**config.mk**
```make
export PLATFORM = sky130hd
export DESIGN_NAME = z80FrontEnd
export DESIGN_NICKNAME = d
export VERILOG_FILES = /design/src/hw/z80Pkg.sv /design/src/hw/byteAssembler.sv /design/src/hw/instrLengthDecoder.sv /design/src/hw/instrResult.sv /design/src/hw/ixiyBitsDecoder.sv /design/src/hw/z80FrontEnd.sv
export SDC_FILE = /design/constraint.sdc
export NUM_CORES = 1
export LEC_CHECK = 0
export ABC_AREA = 1
export ABC_CLOCK_PERIOD_IN_PS = 6400
export BUFFER_PORTS_ARGS = -buffer_cell sky130_fd_sc_hd__buf_2
export CORE_ASPECT_RATIO = 1.1
export CORE_MARGIN = 8
export CORE_UTILIZATION = 61
export CTS_CLUSTER_SIZE = 14
export DETAILED_ROUTE_END_ITERATION = 8
export PLACE_DENSITY = 0.81
export SYNTH_ARGS = -nofsm -noshare
export SYNTH_HDL_FRONTEND = slang
export SYNTH_HIERARCHICAL = 1
export SYNTH_SLANG_ARGS = --single-unit
```
**constraint.sdc**
```tcl
create_clock -name clk -period 6.4 [get_ports clk]
set_clock_uncertainty 0.15 [all_clocks]
set_input_delay 0.32 -clock clk [delete_from_list [all_inputs] [get_ports clk]]
set_output_delay 0.32 -clock clk [all_outputs]
set_load 0.1 [all_outputs]
```
**src/hw/z80Pkg.sv**
```systemverilog
package z80Pkg;

    localparam int groupWidth = 8;
    localparam int lenWidth = 3;
    localparam int windowWidth = 32;
    localparam int opLenWidth = 2;

    // unprefixed opcodes
    localparam logic [groupWidth-1:0]
        groupNop = 8'h00,
        groupLdDdNn = 8'h01,
        groupLdIndBcdeA = 8'h02,
        groupIncDecDd = 8'h03,
        groupIncDecReg = 8'h04,
        groupRrRlca = 8'h05,
        groupAddHlDd = 8'h06,
        groupDaa = 8'h07,
        groupCpl = 8'h08,
        groupIncDecIndHl = 8'h09,
        groupLdAIndBcde = 8'h0A,
        groupLdRegN = 8'h0B,
        groupLdIndNnHl = 8'h0C,
        groupLdHlIndNn = 8'h0D,
        groupLdIndHlN = 8'h0E,
        groupLdRegReg = 8'h0F,
        groupLdIndNnA = 8'h10,
        groupScf = 8'h11,
        groupLdAIndNn = 8'h12,
        groupCcf = 8'h13,
        groupLdIndHlReg = 8'h14,
        groupHalt = 8'h15,
        groupPopQq = 8'h16,
        groupPushQq = 8'h17,
        groupExAfAf2 = 8'h18,
        groupExIndSpHl = 8'h19,
        groupExDeHl = 8'h1A,
        groupExx = 8'h1B,
        groupLdSpHl = 8'h1C,
        groupAluAReg = 8'h1D,
        groupAluAIndHl = 8'h1E,
        groupAluAN = 8'h1F,
        groupEiDi = 8'h20,
        // CB page
        groupRrRlcReg = 8'h21,
        groupRrRlcIndHl = 8'h22,
        groupShiftReg = 8'h23,
        groupShiftIndHl = 8'h24,
        groupBitReg = 8'h25,
        groupBitIndHl = 8'h26,
        groupSetReg = 8'h27,
        groupSetIndHl = 8'h28,
        groupResReg = 8'h29,
        groupResIndHl = 8'h2A,
        // ED page
        groupAdcSbcHlDd = 8'h2B,
        groupLdDdIndNn = 8'h2C,
        groupNeg = 8'h2D,
        groupLdIndNnDd = 8'h2E,
        groupLdIA = 8'h2F,
        groupLdRA = 8'h30,
        groupLdAI = 8'h31,
        groupLdAR = 8'h32,
        groupRotDec = 8'h33,
        groupLdi = 8'h34,
        groupCpi = 8'h35,
        groupLdd = 8'h36,
        groupCpd = 8'h37,
        groupLdir = 8'h38,
        groupCpir = 8'h39,
        groupLddr = 8'h3A,
        groupCpdr = 8'h3B,
        // DD and FD pages, IX and IY share a code
        groupAddIxiySs = 8'h3C,
        groupIncDecIxiy = 8'h3D,
        groupLdRegIdxIxiy = 8'h3E,
        groupLdIdxIxiyReg = 8'h3F,
        groupLdIxiyNn = 8'h40,
        groupLdIxiyIndNn = 8'h41,
        groupIncDecIdxIxiy = 8'h42,
        groupLdIdxIxiyN = 8'h43,
        groupExIndSpIxiy = 8'h44,
        groupPopIxiy = 8'h45,
        groupPushIxiy = 8'h46,
        groupLdIndNnIxiy = 8'h47,
        groupAluAIdxIxiy = 8'h48,
        groupLdSpIxiy = 8'h49,
        groupIdxIxiyBits = 8'h4A,
        // refined from the fourth byte of DD CB d op / FD CB d op
        groupRrRlcIdxIxiy = 8'h4B,
        groupShiftIdxIxiy = 8'h4C,
        groupBitIdxIxiy = 8'h4D,
        groupSetIdxIxiy = 8'h4E,
        groupResIdxIxiy = 8'h4F,
        groupNeedMoreBytes = 8'hFE,
        groupIllegalInstr = 8'hFF;

endpackage

```
**src/hw/byteAssembler.sv**
```systemverilog
`timescale 1ns/1ps

module byteAssembler (
    input  logic                             clk,
    input  logic                             arstN,
    input  logic                             byteValid,
    input  logic [7:0]                       byteIn,
    input  logic [z80Pkg::groupWidth-1:0]    decGroup,
    input  logic [z80Pkg::lenWidth-1:0]      decLen,
    output logic [z80Pkg::windowWidth-1:0]   window,
    output logic [z80Pkg::opLenWidth-1:0]    opLen,
    output logic                             complete,
    output logic [z80Pkg::windowWidth-1:0]   doneWindow,
    output logic [z80Pkg::groupWidth-1:0]    doneGroup,
    output logic [z80Pkg::lenWidth-1:0]      doneLen
);

    logic [z80Pkg::windowWidth-1:0] storedWindow;
    logic [z80Pkg::lenWidth-1:0]    count;
    logic [z80Pkg::lenWidth-1:0]    nextCount;

    assign nextCount = count + z80Pkg::lenWidth'(byteValid);

    // incoming byte lands at the next free position, little-endian
    always_comb begin
        window = storedWindow;
        if (byteValid) begin
            window[8*count[1:0] +: 8] = byteIn;
        end
    end

    // decoder only needs to know about the first two bytes
    assign opLen = (nextCount >= 3'd2) ? 2'd2 : nextCount[1:0];

    assign complete = byteValid && (nextCount == decLen)
                      && (decGroup != z80Pkg::groupNeedMoreBytes);

    assign doneWindow = window;
    assign doneGroup = decGroup;
    assign doneLen = decLen;

    always_ff @(posedge clk or negedge arstN) begin
        if (!arstN) begin
            count <= '0;
            storedWindow <= '0;
        end else if (complete) begin
            count <= '0;
            storedWindow <= '0;
        end else if (byteValid) begin
            count <= nextCount;
            storedWindow <= window;
        end
    end

endmodule

```
**src/hw/instrLengthDecoder.sv**
```systemverilog
`timescale 1ns/1ps

module instrLengthDecoder (
    input  logic [z80Pkg::windowWidth-1:0] window,
    input  logic [z80Pkg::opLenWidth-1:0]  opLen,
    output logic [z80Pkg::groupWidth-1:0]  decGroup,
    output logic [z80Pkg::lenWidth-1:0]    decLen
);

    logic [15:0] prefixOp;
    logic        prefixed;

    // prefix in the upper byte reads like the opcode listing
    assign prefixOp = {window[7:0], window[15:8]};

    // operand bytes after an unprefixed opcode leave its class unchanged
    assign prefixed = (window[7:0] == 8'hCB) || (window[7:0] == 8'hDD)
                      || (window[7:0] == 8'hED) || (window[7:0] == 8'hFD);

    always_comb begin
        if (opLen == 2'd0) begin
            decGroup = z80Pkg::groupNeedMoreBytes;
        end else if (opLen == 2'd1 || !prefixed) begin
            casez (window[7:0])
                8'h00: decGroup = z80Pkg::groupNop;
                8'h08: decGroup = z80Pkg::groupExAfAf2;
                8'h22: decGroup = z80Pkg::groupLdIndNnHl;
                8'h2A: decGroup = z80Pkg::groupLdHlIndNn;
                8'h32: decGroup = z80Pkg::groupLdIndNnA;
                8'h3A: decGroup = z80Pkg::groupLdAIndNn;
                8'h27: decGroup = z80Pkg::groupDaa;
                8'h2F: decGroup = z80Pkg::groupCpl;
                8'h37: decGroup = z80Pkg::groupScf;
                8'h3F: decGroup = z80Pkg::groupCcf;
                8'h34, 8'h35: decGroup = z80Pkg::groupIncDecIndHl;
                8'h36: decGroup = z80Pkg::groupLdIndHlN;
                8'b00??0001: decGroup = z80Pkg::groupLdDdNn;
                8'b000?0010: decGroup = z80Pkg::groupLdIndBcdeA;
                8'b000?1010: decGroup = z80Pkg::groupLdAIndBcde;
                8'b00??0011, 8'b00??1011: decGroup = z80Pkg::groupIncDecDd;
                8'b00???100, 8'b00???101: decGroup = z80Pkg::groupIncDecReg;
                8'b00???110: decGroup = z80Pkg::groupLdRegN;
                8'b000??111: decGroup = z80Pkg::groupRrRlca;
                8'b00??1001: decGroup = z80Pkg::groupAddHlDd;
                8'h76: decGroup = z80Pkg::groupHalt;
                8'b01110???: decGroup = z80Pkg::groupLdIndHlReg;
                // LD r,(HL) is not decoded here
                8'b01???110: decGroup = z80Pkg::groupIllegalInstr;
                8'b01??????: decGroup = z80Pkg::groupLdRegReg;
                8'b10???110: decGroup = z80Pkg::groupAluAIndHl;
                8'b10??????: decGroup = z80Pkg::groupAluAReg;
                8'b11???110: decGroup = z80Pkg::groupAluAN;
                8'b11??0001: decGroup = z80Pkg::groupPopQq;
                8'b11??0101: decGroup = z80Pkg::groupPushQq;
                8'hE3: decGroup = z80Pkg::groupExIndSpHl;
                8'hEB: decGroup = z80Pkg::groupExDeHl;
                8'hD9: decGroup = z80Pkg::groupExx;
                8'hF9: decGroup = z80Pkg::groupLdSpHl;
                8'hF3, 8'hFB: decGroup = z80Pkg::groupEiDi;
                8'hCB, 8'hDD, 8'hED, 8'hFD: decGroup = z80Pkg::groupNeedMoreBytes;
                default: decGroup = z80Pkg::groupIllegalInstr;
            endcase
        end else begin
            casez (prefixOp)
                16'hCB06, 16'hCB0E, 16'hCB16, 16'hCB1E:
                    decGroup = z80Pkg::groupRrRlcIndHl;
                16'b11001011_000?????: decGroup = z80Pkg::groupRrRlcReg;
                16'hCB26, 16'hCB2E, 16'hCB3E: decGroup = z80Pkg::groupShiftIndHl;
                // CB 30..37 stays illegal
                16'b11001011_0010????, 16'b11001011_00111???:
                    decGroup = z80Pkg::groupShiftReg;
                16'b11001011_01???110: decGroup = z80Pkg::groupBitIndHl;
                16'b11001011_01??????: decGroup = z80Pkg::groupBitReg;
                16'b11001011_10???110: decGroup = z80Pkg::groupResIndHl;
                16'b11001011_10??????: decGroup = z80Pkg::groupResReg;
                16'b11001011_11???110: decGroup = z80Pkg::groupSetIndHl;
                16'b11001011_11??????: decGroup = z80Pkg::groupSetReg;
                16'b11101101_01??0010, 16'b11101101_01??1010:
                    decGroup = z80Pkg::groupAdcSbcHlDd;
                16'b11101101_01??1011: decGroup = z80Pkg::groupLdDdIndNn;
                16'b11101101_01??0011: decGroup = z80Pkg::groupLdIndNnDd;
                16'hED44: decGroup = z80Pkg::groupNeg;
                16'hED47: decGroup = z80Pkg::groupLdIA;
                16'hED4F: decGroup = z80Pkg::groupLdRA;
                16'hED57: decGroup = z80Pkg::groupLdAI;
                16'hED5F: decGroup = z80Pkg::groupLdAR;
                16'hED67, 16'hED6F: decGroup = z80Pkg::groupRotDec;
                16'hEDA0: decGroup = z80Pkg::groupLdi;
                16'hEDA1: decGroup = z80Pkg::groupCpi;
                16'hEDA8: decGroup = z80Pkg::groupLdd;
                16'hEDA9: decGroup = z80Pkg::groupCpd;
                16'hEDB0: decGroup = z80Pkg::groupLdir;
                16'hEDB1: decGroup = z80Pkg::groupCpir;
                16'hEDB8: decGroup = z80Pkg::groupLddr;
                16'hEDB9: decGroup = z80Pkg::groupCpdr;
                // 11?11101 matches both DD and FD
                16'b11?11101_00??1001: decGroup = z80Pkg::groupAddIxiySs;
                16'b11?11101_0010?011: decGroup = z80Pkg::groupIncDecIxiy;
                16'b11?11101_00100001: decGroup = z80Pkg::groupLdIxiyNn;
                16'b11?11101_00100010: decGroup = z80Pkg::groupLdIndNnIxiy;
                16'b11?11101_00101010: decGroup = z80Pkg::groupLdIxiyIndNn;
                16'b11?11101_0011010?: decGroup = z80Pkg::groupIncDecIdxIxiy;
                16'b11?11101_00110110: decGroup = z80Pkg::groupLdIdxIxiyN;
                16'b11?11101_01110110: decGroup = z80Pkg::groupIllegalInstr;
                16'b11?11101_01110???: decGroup = z80Pkg::groupLdIdxIxiyReg;
                16'b11?11101_01???110: decGroup = z80Pkg::groupLdRegIdxIxiy;
                16'b11?11101_10???110: decGroup = z80Pkg::groupAluAIdxIxiy;
                16'b11?11101_11100011: decGroup = z80Pkg::groupExIndSpIxiy;
                16'b11?11101_11100001: decGroup = z80Pkg::groupPopIxiy;
                16'b11?11101_11100101: decGroup = z80Pkg::groupPushIxiy;
                16'b11?11101_11111001: decGroup = z80Pkg::groupLdSpIxiy;
                // displacement then the real opcode follow
                16'b11?11101_11001011: decGroup = z80Pkg::groupIdxIxiyBits;
                default: decGroup = z80Pkg::groupIllegalInstr;
            endcase
        end
    end

    // total length follows from the group, operands included
    always_comb begin
        case (decGroup)
            z80Pkg::groupNeedMoreBytes: decLen = (opLen == 2'd0) ? 3'd1 : 3'd2;
            z80Pkg::groupLdRegN, z80Pkg::groupLdIndHlN, z80Pkg::groupAluAN:
                decLen = 3'd2;
            z80Pkg::groupLdDdNn, z80Pkg::groupLdIndNnHl, z80Pkg::groupLdHlIndNn,
            z80Pkg::groupLdIndNnA, z80Pkg::groupLdAIndNn, z80Pkg::groupLdRegIdxIxiy,
            z80Pkg::groupLdIdxIxiyReg, z80Pkg::groupIncDecIdxIxiy,
            z80Pkg::groupAluAIdxIxiy:
                decLen = 3'd3;
            z80Pkg::groupLdDdIndNn, z80Pkg::groupLdIndNnDd, z80Pkg::groupLdIxiyNn,
            z80Pkg::groupLdIxiyIndNn, z80Pkg::groupLdIdxIxiyN, z80Pkg::groupLdIndNnIxiy,
            z80Pkg::groupIdxIxiyBits:
                decLen = 3'd4;
            // illegal and plain opcodes: one byte alone, two after a prefix
            default: decLen = (opLen == 2'd1) ? 3'd1 : 3'd2;
        endcase
    end

endmodule

```
**src/hw/instrResult.sv**
```systemverilog
`timescale 1ns/1ps

module instrResult (
    input  logic                             clk,
    input  logic                             arstN,
    input  logic                             complete,
    input  logic [z80Pkg::windowWidth-1:0]   doneWindow,
    input  logic [z80Pkg::groupWidth-1:0]    doneGroup,
    input  logic [z80Pkg::lenWidth-1:0]      doneLen,
    input  logic [z80Pkg::groupWidth-1:0]    bitsGroup,
    output logic                             instrValid,
    output logic [z80Pkg::groupWidth-1:0]    instrGroup,
    output logic [z80Pkg::lenWidth-1:0]      instrLen,
    output logic [z80Pkg::windowWidth-1:0]   instrBytes
);

    logic [z80Pkg::groupWidth-1:0] finalGroup;

    // indexed CB forms take their group from the fourth byte
    assign finalGroup = (doneGroup == z80Pkg::groupIdxIxiyBits) ? bitsGroup : doneGroup;

    always_ff @(posedge clk or negedge arstN) begin
        if (!arstN) begin
            instrValid <= 1'b0;
        end else begin
            instrValid <= complete;
        end
    end

    always_ff @(posedge clk) begin
        if (complete) begin
            instrGroup <= finalGroup;
            instrLen <= doneLen;
            instrBytes <= doneWindow;
        end
    end

endmodule

```
**src/hw/ixiyBitsDecoder.sv**
```systemverilog
`timescale 1ns/1ps

module ixiyBitsDecoder (
    input  logic [7:0]                    opByte,
    output logic [z80Pkg::groupWidth-1:0] bitsGroup
);

    // only the (IX+d) / (IY+d) operand forms exist, low bits 110
    always_comb begin
        casez (opByte)
            8'h06, 8'h0E, 8'h16, 8'h1E: bitsGroup = z80Pkg::groupRrRlcIdxIxiy;
            8'h26, 8'h2E, 8'h3E: bitsGroup = z80Pkg::groupShiftIdxIxiy;
            8'b01???110: bitsGroup = z80Pkg::groupBitIdxIxiy;
            8'b10???110: bitsGroup = z80Pkg::groupResIdxIxiy;
            8'b11???110: bitsGroup = z80Pkg::groupSetIdxIxiy;
            default: bitsGroup = z80Pkg::groupIllegalInstr;
        endcase
    end

endmodule

```
**src/hw/z80FrontEnd.sv**
```systemverilog
`timescale 1ns/1ps

module z80FrontEnd (
    input  logic                             clk,
    input  logic                             arstN,
    input  logic                             byteValid,
    input  logic [7:0]                       byteIn,
    output logic                             instrValid,
    output logic [z80Pkg::groupWidth-1:0]    instrGroup,
    output logic [z80Pkg::lenWidth-1:0]      instrLen,
    output logic [z80Pkg::windowWidth-1:0]   instrBytes
);

    logic [z80Pkg::windowWidth-1:0] window;
    logic [z80Pkg::opLenWidth-1:0]  opLen;
    logic [z80Pkg::groupWidth-1:0]  decGroup;
    logic [z80Pkg::lenWidth-1:0]    decLen;
    logic                           complete;
    logic [z80Pkg::windowWidth-1:0] doneWindow;
    logic [z80Pkg::groupWidth-1:0]  doneGroup;
    logic [z80Pkg::lenWidth-1:0]    doneLen;
    logic [z80Pkg::groupWidth-1:0]  bitsGroup;

    byteAssembler assembler (
        .clk(clk), .arstN(arstN), .byteValid(byteValid), .byteIn(byteIn),
        .decGroup(decGroup), .decLen(decLen), .window(window), .opLen(opLen),
        .complete(complete), .doneWindow(doneWindow), .doneGroup(doneGroup),
        .doneLen(doneLen)
    );

    instrLengthDecoder lengthDecoder (
        .window(window), .opLen(opLen), .decGroup(decGroup), .decLen(decLen)
    );

    ixiyBitsDecoder bitsDecoder (
        .opByte(doneWindow[31:24]), .bitsGroup(bitsGroup)
    );

    instrResult result (
        .clk(clk), .arstN(arstN), .complete(complete), .doneWindow(doneWindow),
        .doneGroup(doneGroup), .doneLen(doneLen), .bitsGroup(bitsGroup),
        .instrValid(instrValid), .instrGroup(instrGroup), .instrLen(instrLen),
        .instrBytes(instrBytes)
    );

endmodule

```
==> results of run 1 <==
[final cells by class]
cell class	instances	area [µm²]	area share [%]
multi-input cells	679	3360	48.0
flip-flops and latches	79	2190	31.4
inverters	148	561	8.01
repair buffers	69	410	5.87
clock buffers	11	243	3.47
well taps	143	179	2.56
clock inverters	5	48.8	0.698
[critical path, delay by kind of cell (launching register included)]
| kind | cells | cell delay, ps |
|---|---|---|
| AO/OA/AOI/OAI | 2 | 600 |
| adder cells (fa/ha/maj) | 1 | 430 |
| buffers and inverters | 6 | 960 |
| flip-flops | 1 | 520 |
| AND/OR/NAND/NOR | 19 | 2790 |
[sequential cells by signal, indices dropped and copies added, names as in the netlist]
signal                  flops
assembler/count             3
assembler/storedWindow     32
result/instrBytes          32
result/instrGroup           8
result/instrLen             3
result/instrValid           1
[placed cells by master, fill, tap and decap left out, types with 5 or more instances in the layout]
| cell | count |
|---|---|
| a21oi_1 | 18 |
| a31oi_1 | 13 |
| and2_1 | 17 |
| buf_2 | 54 |
| buf_4 | 12 |
| clkbuf_16 | 9 |
| dfrtp_1 | 35 |
| edfxtp_1 | 43 |
| ha_1 | 7 |
| inv_1 | 125 |
| inv_2 | 21 |
| nand2_1 | 232 |
| nand2_2 | 20 |
| nand2_4 | 5 |
| nand3_1 | 78 |
| nand4_1 | 31 |
| nor2_1 | 144 |
| nor2_2 | 12 |
| nor2_4 | 7 |
| nor3_1 | 20 |
| o211ai_1 | 8 |
| o21ai_0 | 11 |
| o21ai_1 | 21 |
[through the flow]
step	hold WS (ps)	util (%)	instances	instance area, µm²
final	288	67.6	1134	7000
after CTS	280	67.5	1134	6990
after global routing	295	67.6	1134	7000
after global placement	296	64.6	1117	6690
after floorplan	-126	-	951	6430
after detailed placement	313	64.6	1117	6690
[final timing paths]
| check | from | end | slack, ps | cells after the start |
|---|---|---|---|---|
| min in group asynchronous | arstN | assembler/storedWindow[16] | 460 | 2 |
| setup reg to reg | assembler/count[0] | result/instrBytes[19] | 620 | 28 |
| setup / recovery | assembler/count[0] | result/instrBytes[19] | 620 | 28 |
| hold reg to reg | assembler/count[2] | assembler/count[2] | 430 | 2 |
| hold / removal | byteValid | assembler/count[0] | 290 | 5 |
| max in group asynchronous | arstN | assembler/count[0] | 5070 | 2 |
[metal layers]
metal / vias up / GRT usage, %
li1: 3128 / -
met1: 2833 / 30.1
met2: 330 / 44.6
met3: 88 / 5.14
met4: 0 / 16.4
met5: - / 0
[timing repair]
action | CTS | global route
hold buffers | 1 | 0
setup endpoints to repair | 0 | 65
endpoints found under the hold margin | 36 | 0
gates resized for setup | 0 | 3
==> results_dict.tcl, run 1 <==
set metrics [dict create \
    outcome "complete, no violations" \
    drive_gt1_share_pct 16.4 \
    nets 1004 \
    drcViolationCount 0 \
    top_layer_used "met4" \
    initial_utilization_pct 62.2 \
    timing.final.crit_share_pct 90.3 \
    max_slew.worst_pin.slew_ps 818 \
    dr_wl_met2_um 8560 \
    hpwl_um 13700 \
    drt-met1-wl_um 6770 \
    num_antenna_cells 0 \
    netlist_instances 950 \
    drtPass1Iterations 6 \
    area_delta_synth_final_pct 8.77 \
    core.rowCount 39 \
    totalWireLength_um 17700 \
    port_buffers 54 \
    endpoint_kind "register" \
    hold_viol 0 \
    viasPerCell 5.63 \
    num-fill-cells 884 \
    grt_usage_pct 26.2 \
    fmax_mhz 173 \
    vias 6379 \
    gr-total-overflow 0 \
    cpPeakStageDelay_ps 520 \
    post-place-ws_ps 525 \
    io_pins 55 \
    cts_tree "built" \
    crit_top_cell "nand2_1" \
    cts_buffer_depth 2 \
    drt_iter0_drc 651 \
    grt_pass1_vias 6037 \
    postCtsSetupRepairBufs 0 \
    critPathMaxFanout 32 \
    layout_setup_ws_ps 619 \
    clk_latency_ps 340 \
    yosys_warnings 6 \
    cts_made_buffers 9 \
    grt_pass1_wl_um 29300 \
    route.met3.wl_um 1440 \
    cts_htree_levels 3 \
    wl_per_cell_um 15.6 \
    startpoint_type "register" \
    synth_area_mm2 0.00643 \
    clkTransAtPathRegs_ps 50 \
    clkSinkCount 79 \
    clockRootBuffer "clkbuf_16" \
    setup_viol 0 \
    setup_tns_ps 0 \
    rsz0062_at_grt "no" \
    hp-class "in2reg" \
    relSlewSlack_pct 45.5 \
    die_x_um 114 \
    worstSetupPathType "reg2reg" \
    dieArea_mm2 0.0141 \
    crit_required_ps 6290 \
    crit_slowest_cell "dfrtp_2" \
    worstPathArrival_ps 5670 \
    fin_crit_ps 5780 \
    drv_cap 0 \
    core_area_mm2 0.0103 \
    grt_max_degree 37 \
    die_h_um 124 \
    routabilityCongestion 1.06 \
    drv_slew 0 \
    grt_antenna_before_repair 0 \
    synth.avg_cell_area_um2 6.77 \
    ant_nets 0 \
]
Power of run 1 is not shown: default switching activity piles up to over one toggle a cycle in this logic, so the estimate is an artifact.
==> inputs of run 2 (changes only) <==
--- a/config.mk
+++ b/config.mk
@@ -8,13 +8,14 @@
 export ABC_AREA = 1
 export ABC_CLOCK_PERIOD_IN_PS = 6400
 export BUFFER_PORTS_ARGS = -buffer_cell sky130_fd_sc_hd__buf_2
+export CELL_PAD_IN_SITES_DETAIL_PLACEMENT = 0
+export CELL_PAD_IN_SITES_GLOBAL_PLACEMENT = 2
 export CORE_ASPECT_RATIO = 1.1
 export CORE_MARGIN = 8
-export CORE_UTILIZATION = 61
+export CORE_UTILIZATION = 35
 export CTS_CLUSTER_SIZE = 14
 export DETAILED_ROUTE_END_ITERATION = 8
-export PLACE_DENSITY = 0.81
+export PLACE_DENSITY_LB_ADDON = 0.1
 export SYNTH_ARGS = -nofsm -noshare
 export SYNTH_HDL_FRONTEND = slang
-export SYNTH_HIERARCHICAL = 1
 export SYNTH_SLANG_ARGS = --single-unit
==> run 2 against run 1 <==
Sequential share of layout area decreased by 1.2 points. Largest cell class unchanged. Critical endpoint is now assembler.storedWindow[14]. Worst hold slack worse by 110 ps. Design area is 3.9% higher. Count of clock-buffer cells in the layout is 2 lower. Area after synthesis decreased by 0.27%. Highest routed layer unchanged. Routed wire length up 23%. Flip-flop and latch count is the same. Die area rose by 63%.
==> results_dict.tcl, run 2 <==
set metrics [dict create \
    outcome "complete, no violations" \
    routabilityCongestion 1.02 \
    grt_max_degree 49 \
    gr-total-overflow 0 \
    final_cell_mix "212 x nand2_1, 118 x nor2_1, 101 x inv_1, 101 x nand3_1, 54 x buf_2" \
    grt_pass1_vias 6026 \
    synthFlopType "edfxtp_1" \
    synth.avg_cell_area_um2 7.13 \
    area_delta_synth_final_pct 13.3 \
    synth_top_area_share_pct 20.1 \
    synth.yosys.seq_area_share_pct 34.2 \
    timing.final.crit_share_pct 89.1 \
    yosys_warnings 0 \
    r2r-start "assembler.count[0]" \
    synth_area_mm2 0.00641 \
    core.rowCount 52 \
    min_from "byteIn[1]" \
    cpPeakStageDelay_ps 600 \
    drt_iter0_drc 494 \
    drv_cap 0 \
    crit_slowest_cell "dfrtp_1" \
    initial_utilization_pct 35.3 \
    dp_cells 1196 \
    die_h_um 158 \
    netlist.top_cell.by_area "edfxtp_1" \
    setup_viol 0 \
    netlist_instances 900 \
    grt_pass1_wl_um 34300 \
    cts_made_buffers 9 \
    drcViolationCount 0 \
    rsz0062_at_grt "no" \
    top_regs "assembler.storedWindow (32), result.instrBytes (32), result.instrGroup (8)" \
    viasPerCell 5.17 \
    drtPass1Iterations 6 \
    startpoint "assembler.count[0]" \
    relSlewSlack_pct 35.3 \
    synth_most_common_cell "nand2_1" \
    clkTransAtPathRegs_ps 60 \
    worstSetupPathType "reg2reg" \
    rr_endpoint "assembler.storedWindow[14]" \
    clkSinkCount 79 \
    vias 6273 \
    fmax_mhz 175 \
    holdPathStages 3 \
    cts_buffer_depth 2 \
    drv_slew 0 \
    multi_input_area_mm2 0.00366 \
    synth-edff-count 43 \
    synth_nets 918 \
    endpoint_kind "register" \
    hp-class "in2reg" \
    synth_area_leaders "edfxtp_1 20%, dfrtp_1 14%, nand2_1 12%" \
    startpoint_type "register" \
    port_buffers 54 \
    setup_tns_ps 0 \
    die_x_um 145 \
    io_pins 55 \
    drive_gt1_share_pct 23.9 \
    totalWireLength_um 21800 \
    hold_end "assembler.storedWindow[17]" \
    final-seq-area_mm2 0.00219 \
    num_antenna_cells 0 \
    final_cells 1213 \
    cts_tree "built" \
    wl_per_cell_um 18.0 \
    fin_crit_ps 5700 \
    hold_viol 0 \
    core_area_mm2 0.0182 \
    cts_htree_levels 3 \
    max_slew.worst_pin.slew_ps 963 \
    num-fill-cells 1917 \
    hold_ws_ps 177 \
    worstRegToRegCells 33 \
    ys_top_cells_by_count "212 x nand2_1, 118 x nor2_1, 101 x inv_1, 101 x nand3_1, 46 x nor2_2" \
    dieArea_mm2 0.0229 \
    nets 983 \
    clk_latency_ps 330 \
    clockRootBuffer "clkbuf_16" \
    ctsResizeCount 0 \
    ant_nets 0 \
    reg2reg_slack_ps 700 \
    worstPathArrival_ps 5760 \
    grt_usage_pct 19.0 \
    async_reset_ff_share_pct 45.6 \
    hpwl_um 17800 \
    synthDistinctLibCells 50 \
    crit_top_cell "nand2_1" \
    synth-seq-cells 79 \
    critPathMaxFanout 21 \
    layout_commonest_cell "nand2_1" \
    crit_required_ps 6460 \
    grt_antenna_before_repair 0 \
]
[run 2: worst max-delay path: cells and delay by family, from the launching register on]
kind	cells	cell delay, ps
simple gates	26	3530
buf+inv	5	820
flops	1	600
fa+ha+maj	1	400
compound gates	1	90
[run 2: cell type report]
class / instances / area share (%)
clock inverters: 7 / 0.775
repair buffers: 61 / 4.65
well taps: 243 / 4.18
flip-flops and latches: 79 / 30.2
multi-input cells: 688 / 50.4
clock buffers: 9 / 3.10
inverters: 126 / 6.68
[run 2: stage by stage]
step	setup WS, ps	utilization [%]	instance area [µm²]
finish	700	40.0	7270
detailed placement	763	38.4	6970
CTS	696	40.0	7270
global route	224	40.0	7270
global placement	752	38.4	6970
floorplan	1880	-	6410
[run 2: timing repair]
item	in CTS	in global routing
setup buffers	0	0
hold buffers	1	0
endpoints found under the hold margin	36	0
[run 2: logic make-up (layout without fill, tap and decap cells)]
kind of cell	Yosys count	in the layout	synth area share, %
compound gates	72	72	7.86
simple gates	608	608	47.8
fa+ha+maj	7	7	1.37
flops	79	79	34.2
xor+xnor	1	1	0.137
buf+inv	133	203	8.68
[run 2: layer usage]
layer | routed length, µm | share of wire, % | vias to the layer above | track usage (%)
met5 | 0 | 0 | - | 0
met1 | 9870 | 45 | 2966 | 24.1
met2 | 10300 | 47 | 206 | 32.5
met4 | 577 | 2.6 | 0 | 6.85
li1 | - | - | 3065 | -
met3 | 1090 | 5.0 | 36 | 2.43
[run 2: worst max path at each step]
stage / endpoint / cells past startpoint
5_1_grt: assembler.storedWindow[14] / 33
4_1_cts: assembler.storedWindow[14] / 31
6_report: assembler.storedWindow[14] / 33
2_1_floorplan: result.instrBytes[0] / 33
3_5_place_dp: assembler.storedWindow[14] / 31
3_3_place_gp: assembler.storedWindow[14] / 33
Power of run 2 is left out for the same reason.
